## src/hdl/mem_cfg.svh

```systemverilog
// Sizing macros for the cache and backing memory, included by RTL, packages and testbench
`ifndef MEM_CFG_SVH
`define MEM_CFG_SVH

// Byte address and data word widths
`define ADDR_WIDTH 16
`define WORD_WIDTH 16

// Backing memory read pipeline depth, enable to data_valid
`define MEM_READ_LATENCY 4

// Direct-mapped geometry
`define CACHE_SETS 8
`define BLOCK_WORDS 8

// Address field widths, byte bit is the remaining LSB
`define INDEX_WIDTH ($clog2(`CACHE_SETS))
`define OFFSET_WIDTH ($clog2(`BLOCK_WORDS))
`define TAG_WIDTH (`ADDR_WIDTH - `INDEX_WIDTH - `OFFSET_WIDTH - 1)

`endif
```

## src/hdl/mem_pkg.sv

```systemverilog
// Types for the backing word memory, referenced by scoped name from the RTL and testbench
`default_nettype none

`include "mem_cfg.svh"

package mem_pkg;

   // One data word
   typedef logic [`WORD_WIDTH-1:0] word_t;

   // Byte address as seen by the client, bit 0 always zero
   typedef logic [`ADDR_WIDTH-1:0] byte_addr_t;

   // Index into the word array, byte bit dropped
   typedef logic [`ADDR_WIDTH-2:0] word_addr_t;

endpackage

`default_nettype wire

```

## src/hdl/cache_pkg.sv

```systemverilog
// Types for the direct-mapped cache, address fields and the address decode union
`default_nettype none

`include "mem_cfg.svh"

package cache_pkg;

   ////////////////////////////////////////
   // Address fields
   ////////////////////////////////////////

   typedef logic [`TAG_WIDTH-1:0]    tag_t;
   typedef logic [`INDEX_WIDTH-1:0]  index_t;
   typedef logic [`OFFSET_WIDTH-1:0] offset_t;

   ////////////////////////////////////////
   // Address decode
   ////////////////////////////////////////

   // Same 16 bits, flat or split into cache fields
   typedef union packed {
      mem_pkg::byte_addr_t addr;
      struct packed {
         tag_t    tag;
         index_t  index;
         offset_t offset;
         logic    byte_sel;   // always 0 for word accesses
      } f;
   } cache_addr_u;

endpackage

`default_nettype wire

```

## src/hdl/cache_ctrl.sv

```systemverilog
// Cache controller instanced by the top level for handshake, hit/miss, fill and write-through
`timescale 1ns/1ns
`default_nettype none

`include "mem_cfg.svh"

module cache_ctrl (
   input  logic                    clk,
   input  logic                    rst,
   // Client
   input  logic                    req_valid,
   input  logic                    req_write,
   input  mem_pkg::byte_addr_t     req_addr,
   input  mem_pkg::word_t          req_wdata,
   output logic                    req_ready,
   output logic                    rsp_valid,
   output mem_pkg::word_t          rsp_rdata,
   // Cache array
   output cache_pkg::cache_addr_u  lookup_addr,
   output logic                    hit_write,
   output mem_pkg::word_t          hit_wdata,
   output logic                    fill_write,
   output cache_pkg::offset_t      fill_offset,
   output mem_pkg::word_t          fill_wdata,
   output logic                    fill_done,
   input  logic                    hit,
   input  mem_pkg::word_t          rd_word,
   // Backing memory
   output logic                    mem_enable,
   output logic                    mem_wr,
   output mem_pkg::byte_addr_t     mem_addr,
   output mem_pkg::word_t          mem_wdata,
   input  mem_pkg::word_t          mem_rdata,
   input  logic                    mem_data_valid
);

   localparam logic [1:0] ST_IDLE = 2'd0;
   localparam logic [1:0] ST_FILL = 2'd1;
   localparam logic [1:0] ST_RESP = 2'd2;

   // One spare bit marks all reads issued
   localparam int CNT_W = `OFFSET_WIDTH + 1;

   logic [1:0]             state;
   cache_pkg::cache_addr_u addr_q;
   cache_pkg::cache_addr_u fill_addr;
   logic [CNT_W-1:0]       issue_cnt;
   cache_pkg::offset_t     ret_cnt;
   logic                   xfer;
   logic                   issuing;
   logic                   last_ret;

   assign req_ready = (state == ST_IDLE);
   assign xfer      = req_valid && req_ready;
   assign issuing   = (state == ST_FILL) && (issue_cnt < CNT_W'(`BLOCK_WORDS));
   assign last_ret  = mem_data_valid && (ret_cnt == cache_pkg::offset_t'(`BLOCK_WORDS - 1));

   ////////////////////////////////////////
   // Address steering
   ////////////////////////////////////////

   // Fill reads walk the block of the latched request
   always_comb begin
      fill_addr.f.tag      = addr_q.f.tag;
      fill_addr.f.index    = addr_q.f.index;
      fill_addr.f.offset   = issue_cnt[`OFFSET_WIDTH-1:0];
      fill_addr.f.byte_sel = 1'b0;
   end

   // Idle looks at the live request, otherwise the latched one
   always_comb begin
      if (state == ST_IDLE) begin
         lookup_addr.addr = req_addr;
         mem_enable       = xfer && req_write;
         mem_addr         = req_addr;
      end else begin
         lookup_addr      = addr_q;
         mem_enable       = issuing;
         mem_addr         = fill_addr.addr;
      end
   end

   assign mem_wr    = (state == ST_IDLE) && req_write;
   assign mem_wdata = req_wdata;

   // Write-through also updates the cached copy when present
   assign hit_write = xfer && req_write && hit;
   assign hit_wdata = req_wdata;

   // Returning words land in order of issue
   assign fill_write  = (state == ST_FILL) && mem_data_valid;
   assign fill_offset = ret_cnt;
   assign fill_wdata  = mem_rdata;
   assign fill_done   = (state == ST_FILL) && last_ret;

   // Array holds the word by the time we answer
   assign rsp_valid = (state == ST_RESP);
   assign rsp_rdata = rd_word;

   ////////////////////////////////////////
   // FSM and counters
   ////////////////////////////////////////

   always_ff @(posedge clk) begin
      if (xfer) begin
         addr_q.addr <= req_addr;
      end
   end

   always_ff @(posedge clk) begin
      if (rst) begin
         state     <= ST_IDLE;
         issue_cnt <= '0;
         ret_cnt   <= '0;
      end else begin
         case (state)
            ST_IDLE: begin
               // Writes finish in the transfer cycle
               if (xfer && !req_write) begin
                  issue_cnt <= '0;
                  ret_cnt   <= '0;
                  state     <= hit ? ST_RESP : ST_FILL;
               end
            end
            ST_FILL: begin
               if (issuing) begin
                  issue_cnt <= issue_cnt + 1'b1;
               end
               if (mem_data_valid) begin
                  ret_cnt <= ret_cnt + 1'b1;
               end
               if (last_ret) begin
                  state <= ST_RESP;
               end
            end
            ST_RESP: begin
               state <= ST_IDLE;
            end
            default: begin
               state <= ST_IDLE;
            end
         endcase
      end
   end

   // All fill reads drain before the FSM leaves the fill
   a_no_stray_data: assert property (@(posedge clk) disable iff (rst)
      (state == ST_IDLE) |-> !mem_data_valid);

endmodule

`default_nettype wire

```

## config.mk

```make
export PLATFORM = sky130hd
export DESIGN_NAME = cache_ctrl
export DESIGN_NICKNAME = d
export VERILOG_FILES = /design/src/hdl/mem_pkg.sv /design/src/hdl/cache_pkg.sv /design/src/hdl/cache_ctrl.sv
export VERILOG_INCLUDE_DIRS = /design/src /design/src/hdl
export SDC_FILE = /design/constraint.sdc
export NUM_CORES = 1
export LEC_CHECK = 0
export ABC_CLOCK_PERIOD_IN_PS = 2600
export BUFFER_PORTS_ARGS = -buffer_cell sky130_fd_sc_hd__clkbuf_2
export CORE_AREA = 2 2 71 73
export DETAILED_ROUTE_END_ITERATION = 7
export DIE_AREA = 0 0 73 75
export GPL_ROUTABILITY_DRIVEN = 0
export GPL_TIMING_DRIVEN = 0
export HOLD_SLACK_MARGIN = 0.05
export PLACE_DENSITY = 0.9
export REMOVE_ABC_BUFFERS = 1
export SETUP_SLACK_MARGIN = 0.3
export SYNTH_ARGS = -nofsm -noshare
export SYNTH_HDL_FRONTEND = slang
export SYNTH_SLANG_ARGS = --single-unit
```

## constraint.sdc

```tcl
create_clock -name clk -period 2.6 [get_ports clk]
set_input_delay 0.52 -clock clk [delete_from_list [all_inputs] [get_ports clk]]
set_output_delay 0.52 -clock clk [all_outputs]
set_load 0.01 [all_outputs]
```

# Word level (Yosys, flattened, before mapping)
# Cells that the tools add are included.
[totals]
wordCells = 42
ff_bits = 25
[classes]
n_lt_le_gt_ge = 1
n_reduce_logical = 15
mux = 13
eq_ne = 7
add_sub_neg = 2
[op_table]
columns = ["op", "count"]
rows = [
  ["16-bit 2-to-1 mux", 2],
  ["1-bit logical AND", 9],
  ["4-bit 2-to-1 mux", 2],
  ["4-bit case mux with 2 select lines", 1],
  ["2-bit 2-to-1 mux", 3],
  ["3-bit 2-to-1 mux", 2],
  ["2-bit != test, second input constant", 3],
  ["3-bit case mux with 2 select lines", 1],
  ["3-bit AND reduction", 2],
  ["4-bit by 1-bit adder with 4-bit output, second input constant", 1],
  ["4-bit < comparator, second input constant", 1],
  ["2-bit case mux with 2 select lines", 1],
  ["3-bit by 1-bit adder with 3-bit output, second input constant", 1],
  ["3-bit == test, second input constant", 1],
  ["2-bit by 1-bit == test with 1-bit output, second input constant", 1],
  ["2-bit == test, second input constant", 1],
  ["2-bit zero test", 1],
  ["2-bit by 1-bit != test with 1-bit output, second input constant", 1],
  ["2-bit AND reduction", 1],
  ["2-bit nonzero test", 1],
  ["1-bit zero test", 1],
  ["1-bit 2-to-1 mux", 1],
]

# Logic depth before layout (Yosys ltp)
[logic_depth]
depth_word = 5
depth_mapped = 7

# Least setup slack after synthesis
# Ideal clock, no wire load.
[synth_timing]
path_type = "register to output"
startpoint = "reg state[1]"
endpoint = "out mem_addr[10]"
stages_incl_launch_ff = 8
arrival_time_ps = 1381
path_buffers = 3
slack_ps = 699
cell_sequence = "dfxtp_1 > or2_2 > inv_1 > buf_2 > buf_2 > nand2_1 > nand2_1 > buf_4"
[synth_via]
elab_chain_cells = 2
[synth_lines]
columns = ["item", "line_no", "source"]
rows = [
  ["from (decl)", "cache_ctrl.sv:44", "logic [1:0] state;"],
  ["from (signal assigned)", "cache_ctrl.sv:122", "state <= hit ? ST_RESP : ST_FILL;"],
  ["2-bit zero test", "--", ""],
  ["named net req_ready", "cache_ctrl.sv:15", "output logic req_ready,"],
  ["16-bit 2-to-1 mux", "cache_ctrl.sv:72", "if (state == ST_IDLE) begin"],
  ["to (decl)", "cache_ctrl.sv:31", "output mem_pkg::byte_addr_t mem_addr,"],
]
# The timed path passes the listed nets, and every way through them passes these cells.

# Worst setup path in the final report
[layout_timing]
startpoint = "reg state[0]"
endpoint = "out hit_write"
[layout_via]
elab_chain_cells = 4
[layout_lines]
columns = ["item", "line_no", "source"]
rows = [
  ["2-bit zero test", "cache_ctrl.sv:53", "assign req_ready = (state == ST_IDLE);"],
  ["1-bit logical AND", "cache_ctrl.sv:54", "assign xfer = req_valid && req_ready;"],
  ["1-bit logical AND (2 in series)", "cache_ctrl.sv:87", "assign hit_write = xfer && req_write && hit;"],
  ["to (decl)", "cache_ctrl.sv:20", "output logic hit_write,"],
]
# Every way passes these cells.

==> impl_metrics.sql <==
INSERT INTO impl_metrics (metric_group, metric, value, unit) VALUES
('run_status', 'run_status', 'finished, final reports clean', ''),
('synth', 'synth_simple_gate_area_share', '0.215', ''),
('floorplanning', 'die_ar', '5480', 'um2'),
('routing', 'vias', '1303', ''),
('place', 'numPortBuffers', '63', ''),
('routing', 'detailedRoute.firstIterationViolations', '71', ''),
('synth', 'synth_cell_type_count', '27', ''),
('floorplanning', 'die_width', '73', 'um'),
('routing', 'remaining_antenna_violation_count_after_routing', '0', ''),
('worst_setup_path', 'cp-start-kind', 'register', ''),
('worst_setup_path', 'r2r-start', 'state[0]$_SDFFE_PP0P_', ''),
('synth', 'syn_avg_cell_area', '8.53', 'um2'),
('sta', 'postLayoutSetupSlackWorst', '436', 'ps'),
('synth', 'synth_top_family_by_area', 'buffers and inverters', ''),
('finish', 'final_cell_area', '1630', 'um2'),
('synth', 'synth_compound_gate_area_share', '0.0383', ''),
('place', 'post-dp-hpwl', '5570', 'um'),
('floorplanning', 'io_pins', '176', ''),
('finish', 'mostFrequentLayoutCell', 'sky130_fd_sc_hd__clkbuf_2', ''),
('sta', 'finalSetupViolCount', '0', ''),
('grt', 'grt_max_degree', '22', ''),
('sta', 'fmax', '462', 'MHz'),
('finish', 'core_occupancy_in_the_finished_layout', '0.351', ''),
('cts', 'clkTransAtPathRegs', '90', 'ps'),
('hold_path', 'hold_path.class', 'in2reg', ''),
('worst_setup_path', 'crit_type', 'reg2out', ''),
('place', 'placed_cell_area', '1540', 'um2'),
('cts', 'cts_tree', 'built', ''),
('cts', 'max-clock-path-buffers', '2', ''),
('grt', 'vias_in_the_first_global_route', '1210', ''),
('floorplanning', 'die_y', '75', 'um'),
('finish', 'drive_above_1_share', '0.411', ''),
('grt', 'antenna_violations_before_repair', '0', ''),
('synth', 'synth.mux.area_fraction', '0', ''),
('worst_setup_path', 'crit_start', 'state[0]$_SDFFE_PP0P_', ''),
('sta', 'finalCriticalPeriod', '2160', 'ps'),
('finish', 'nets', '271', ''),
('finish', 'stdcell_count', '251', ''),
('routing', 'routedWlPerCell', '27.9', 'um'),
('cts', 'cts_max_level', '1', ''),
('floorplanning', 'initial_utilization', '0.379', ''),
('finish', 'count_of_antenna_diodes_in_the_layout', '0', ''),
('place', 'place_worst_setup_slack', '156', 'ps'),
('cts', 'cts.sinks', '25', ''),
('place', 'place.detailed.instances', '242', ''),
('cts', 'tritoncts_buffers', '3', ''),
('sta', 'slew-limit-headroom', '0.510', ''),
('sta', 'final_max_slew_viol_count', '0', ''),
('sta', 'worst_pin_slew', '734', 'ps'),
('sta', 'grt_setup_unrepaired', 'false', ''),
('cts', 'root_buffer', 'sky130_fd_sc_hd__clkbuf_8', ''),
('cts', 'worst_skew_pair.late_latency', '270', 'ps'),
('worst_setup_path', 'critical_path.max_fanout', '11', ''),
('sta', 'final-hold-violation-count', '0', ''),
('finish', 'final_cell_mix', 'sky130_fd_sc_hd__clkbuf_2, sky130_fd_sc_hd__nand2_1, sky130_fd_sc_hd__edfxtp_1', ''),
('worst_setup_path', 'regToRegSetupSlack', '690', 'ps'),
('synth', 'synth.ff_latch_count', '25', ''),
('routing', 'remaining_drc_errors', '0', ''),
('pwr', 'power_leakage', '0.814', 'nW'),
('hold_path', 'whs_endpoint', 'addr_q[0]$_DFFE_PN_', ''),
('finish', 'n_fill_cell', '486', ''),
('worst_setup_path', 'r2r.worst_path.cells', '3', ''),
('synth', 'synth.area.top_cells', 'sky130_fd_sc_hd__buf_4, sky130_fd_sc_hd__edfxtp_1, sky130_fd_sc_hd__nand2_1', ''),
('run', 'drv.max_cap_violation_count', '0', ''),
('pwr', 'power-per-cell-area', '533', 'nW/um2'),
('worst_setup_path', 'worst_ep_arrival_time', '1640', 'ps'),
('grt', 'globalRoute.totalOverflow', '0', ''),
('routing', 'vias_per_cell', '5.19', ''),
('routing', 'length_of_the_first_detailed_routing_pass_in_iterations', '4', ''),
('worst_setup_path', 'r2r-end', 'addr_q[10]$_DFFE_PN_', ''),
('synth', 'synth_top_cell_area_share', '0.323', '');
synth_stat cells:
cell / n
sky130_fd_sc_hd__and2_1: 4
sky130_fd_sc_hd__nor3b_1: 1
sky130_fd_sc_hd__dfxtp_1: 9
sky130_fd_sc_hd__or3b_4: 1
sky130_fd_sc_hd__a2bb2oi_1: 1
sky130_fd_sc_hd__nand3_1: 7
sky130_fd_sc_hd__nand2b_1: 2
sky130_fd_sc_hd__o21ai_2: 1
sky130_fd_sc_hd__nand3b_1: 1
sky130_fd_sc_hd__edfxtp_1: 16
sky130_fd_sc_hd__buf_1: 1
sky130_fd_sc_hd__nor3b_2: 1
sky130_fd_sc_hd__ha_1: 3
sky130_fd_sc_hd__nand4_1: 1
sky130_fd_sc_hd__buf_4: 76
sky130_fd_sc_hd__nand2_1: 57
sky130_fd_sc_hd__inv_1: 4
sky130_fd_sc_hd__nor2_1: 2
sky130_fd_sc_hd__a21oi_1: 7
sky130_fd_sc_hd__and2b_2: 2
sky130_fd_sc_hd__buf_6: 1
sky130_fd_sc_hd__o211ai_1: 1
sky130_fd_sc_hd__or2_2: 1
sky130_fd_sc_hd__or4b_1: 1
sky130_fd_sc_hd__or3_1: 1
sky130_fd_sc_hd__buf_2: 4
sky130_fd_sc_hd__a21o_1: 1
power by group:
part | internal (mW) | switching (mW)
logic | 0.0745 | 0.114
registers | 0.445 | 0.00851
clock network | 0.107 | 0.123
flip-flops by register name, summed over array words and instances (netlist names):
register,flops
state,2
addr_q,16
fill_offset,3
issue_cnt,4
per-layer routing:
metal	global-route usage	part of all wire
met4	0.140	0.059
met3	0.240	0.19
met5	0.0556	0
met2	0.398	0.47
met1	0.184	0.28
kinds of logic (layout without fill, tap and decap cells):
family | count (synthesis) | in the layout
fa+ha+maj | 3 | 3
flops | 25 | 25
buf+inv | 86 | 75
compound gates | 11 | 11
simple gates | 82 | 83
worst max-delay path by stage:
stage                          endpoint  slack (ps)  cells after the start
floorplan                lookup_addr[0]         550                      4
global placement    addr_q[4]$_DFFE_PN_         180                      3
detailed placement  addr_q[4]$_DFFE_PN_         160                      3
CTS                          mem_enable         290                      6
global route                  hit_write         340                      6
finish                        hit_write         440                      6
metrics by stage:
stage	hold WS [ps]	power, mW
2_1_floorplan	440	0.550
3_3_place_gp	457	0.634
3_5_place_dp	466	0.638
4_1_cts	427	0.880
5_1_grt	424	0.916
6_report	434	0.872
critical path, stage by stage, from the launching register on:
cell and delay (ps):
sky130_fd_sc_hd__dfxtp_2 370, sky130_fd_sc_hd__or2_4 340, sky130_fd_sc_hd__clkinvlp_4 130, sky130_fd_sc_hd__buf_4 150, sky130_fd_sc_hd__nand3_1 110, sky130_fd_sc_hd__nor2_1 120
sky130_fd_sc_hd__clkbuf_2 140
what timing repair did:
action                     CTS  global route
hold buffers                 0             0
cloned                       1             1
setup buffers                3             0
gates resized for setup      3             2
setup endpoints to repair   52            34
pin swaps                    0             1
final cells by class:
| type | count | area (um2) | area share |
|---|---|---|---|
| flip-flops and latches | 25 | 663 | 0.406 |
| multi-input cells | 97 | 493 | 0.302 |
| repair buffers | 66 | 338 | 0.207 |
| well taps | 54 | 67.6 | 0.0413 |
| clock buffers | 3 | 41.3 | 0.0253 |
| inverters | 4 | 18.8 | 0.0115 |
| repair inverters | 1 | 7.51 | 0.00459 |
| clock inverters | 1 | 5.00 | 0.00306 |
Power figures use the tool's default switching activity.
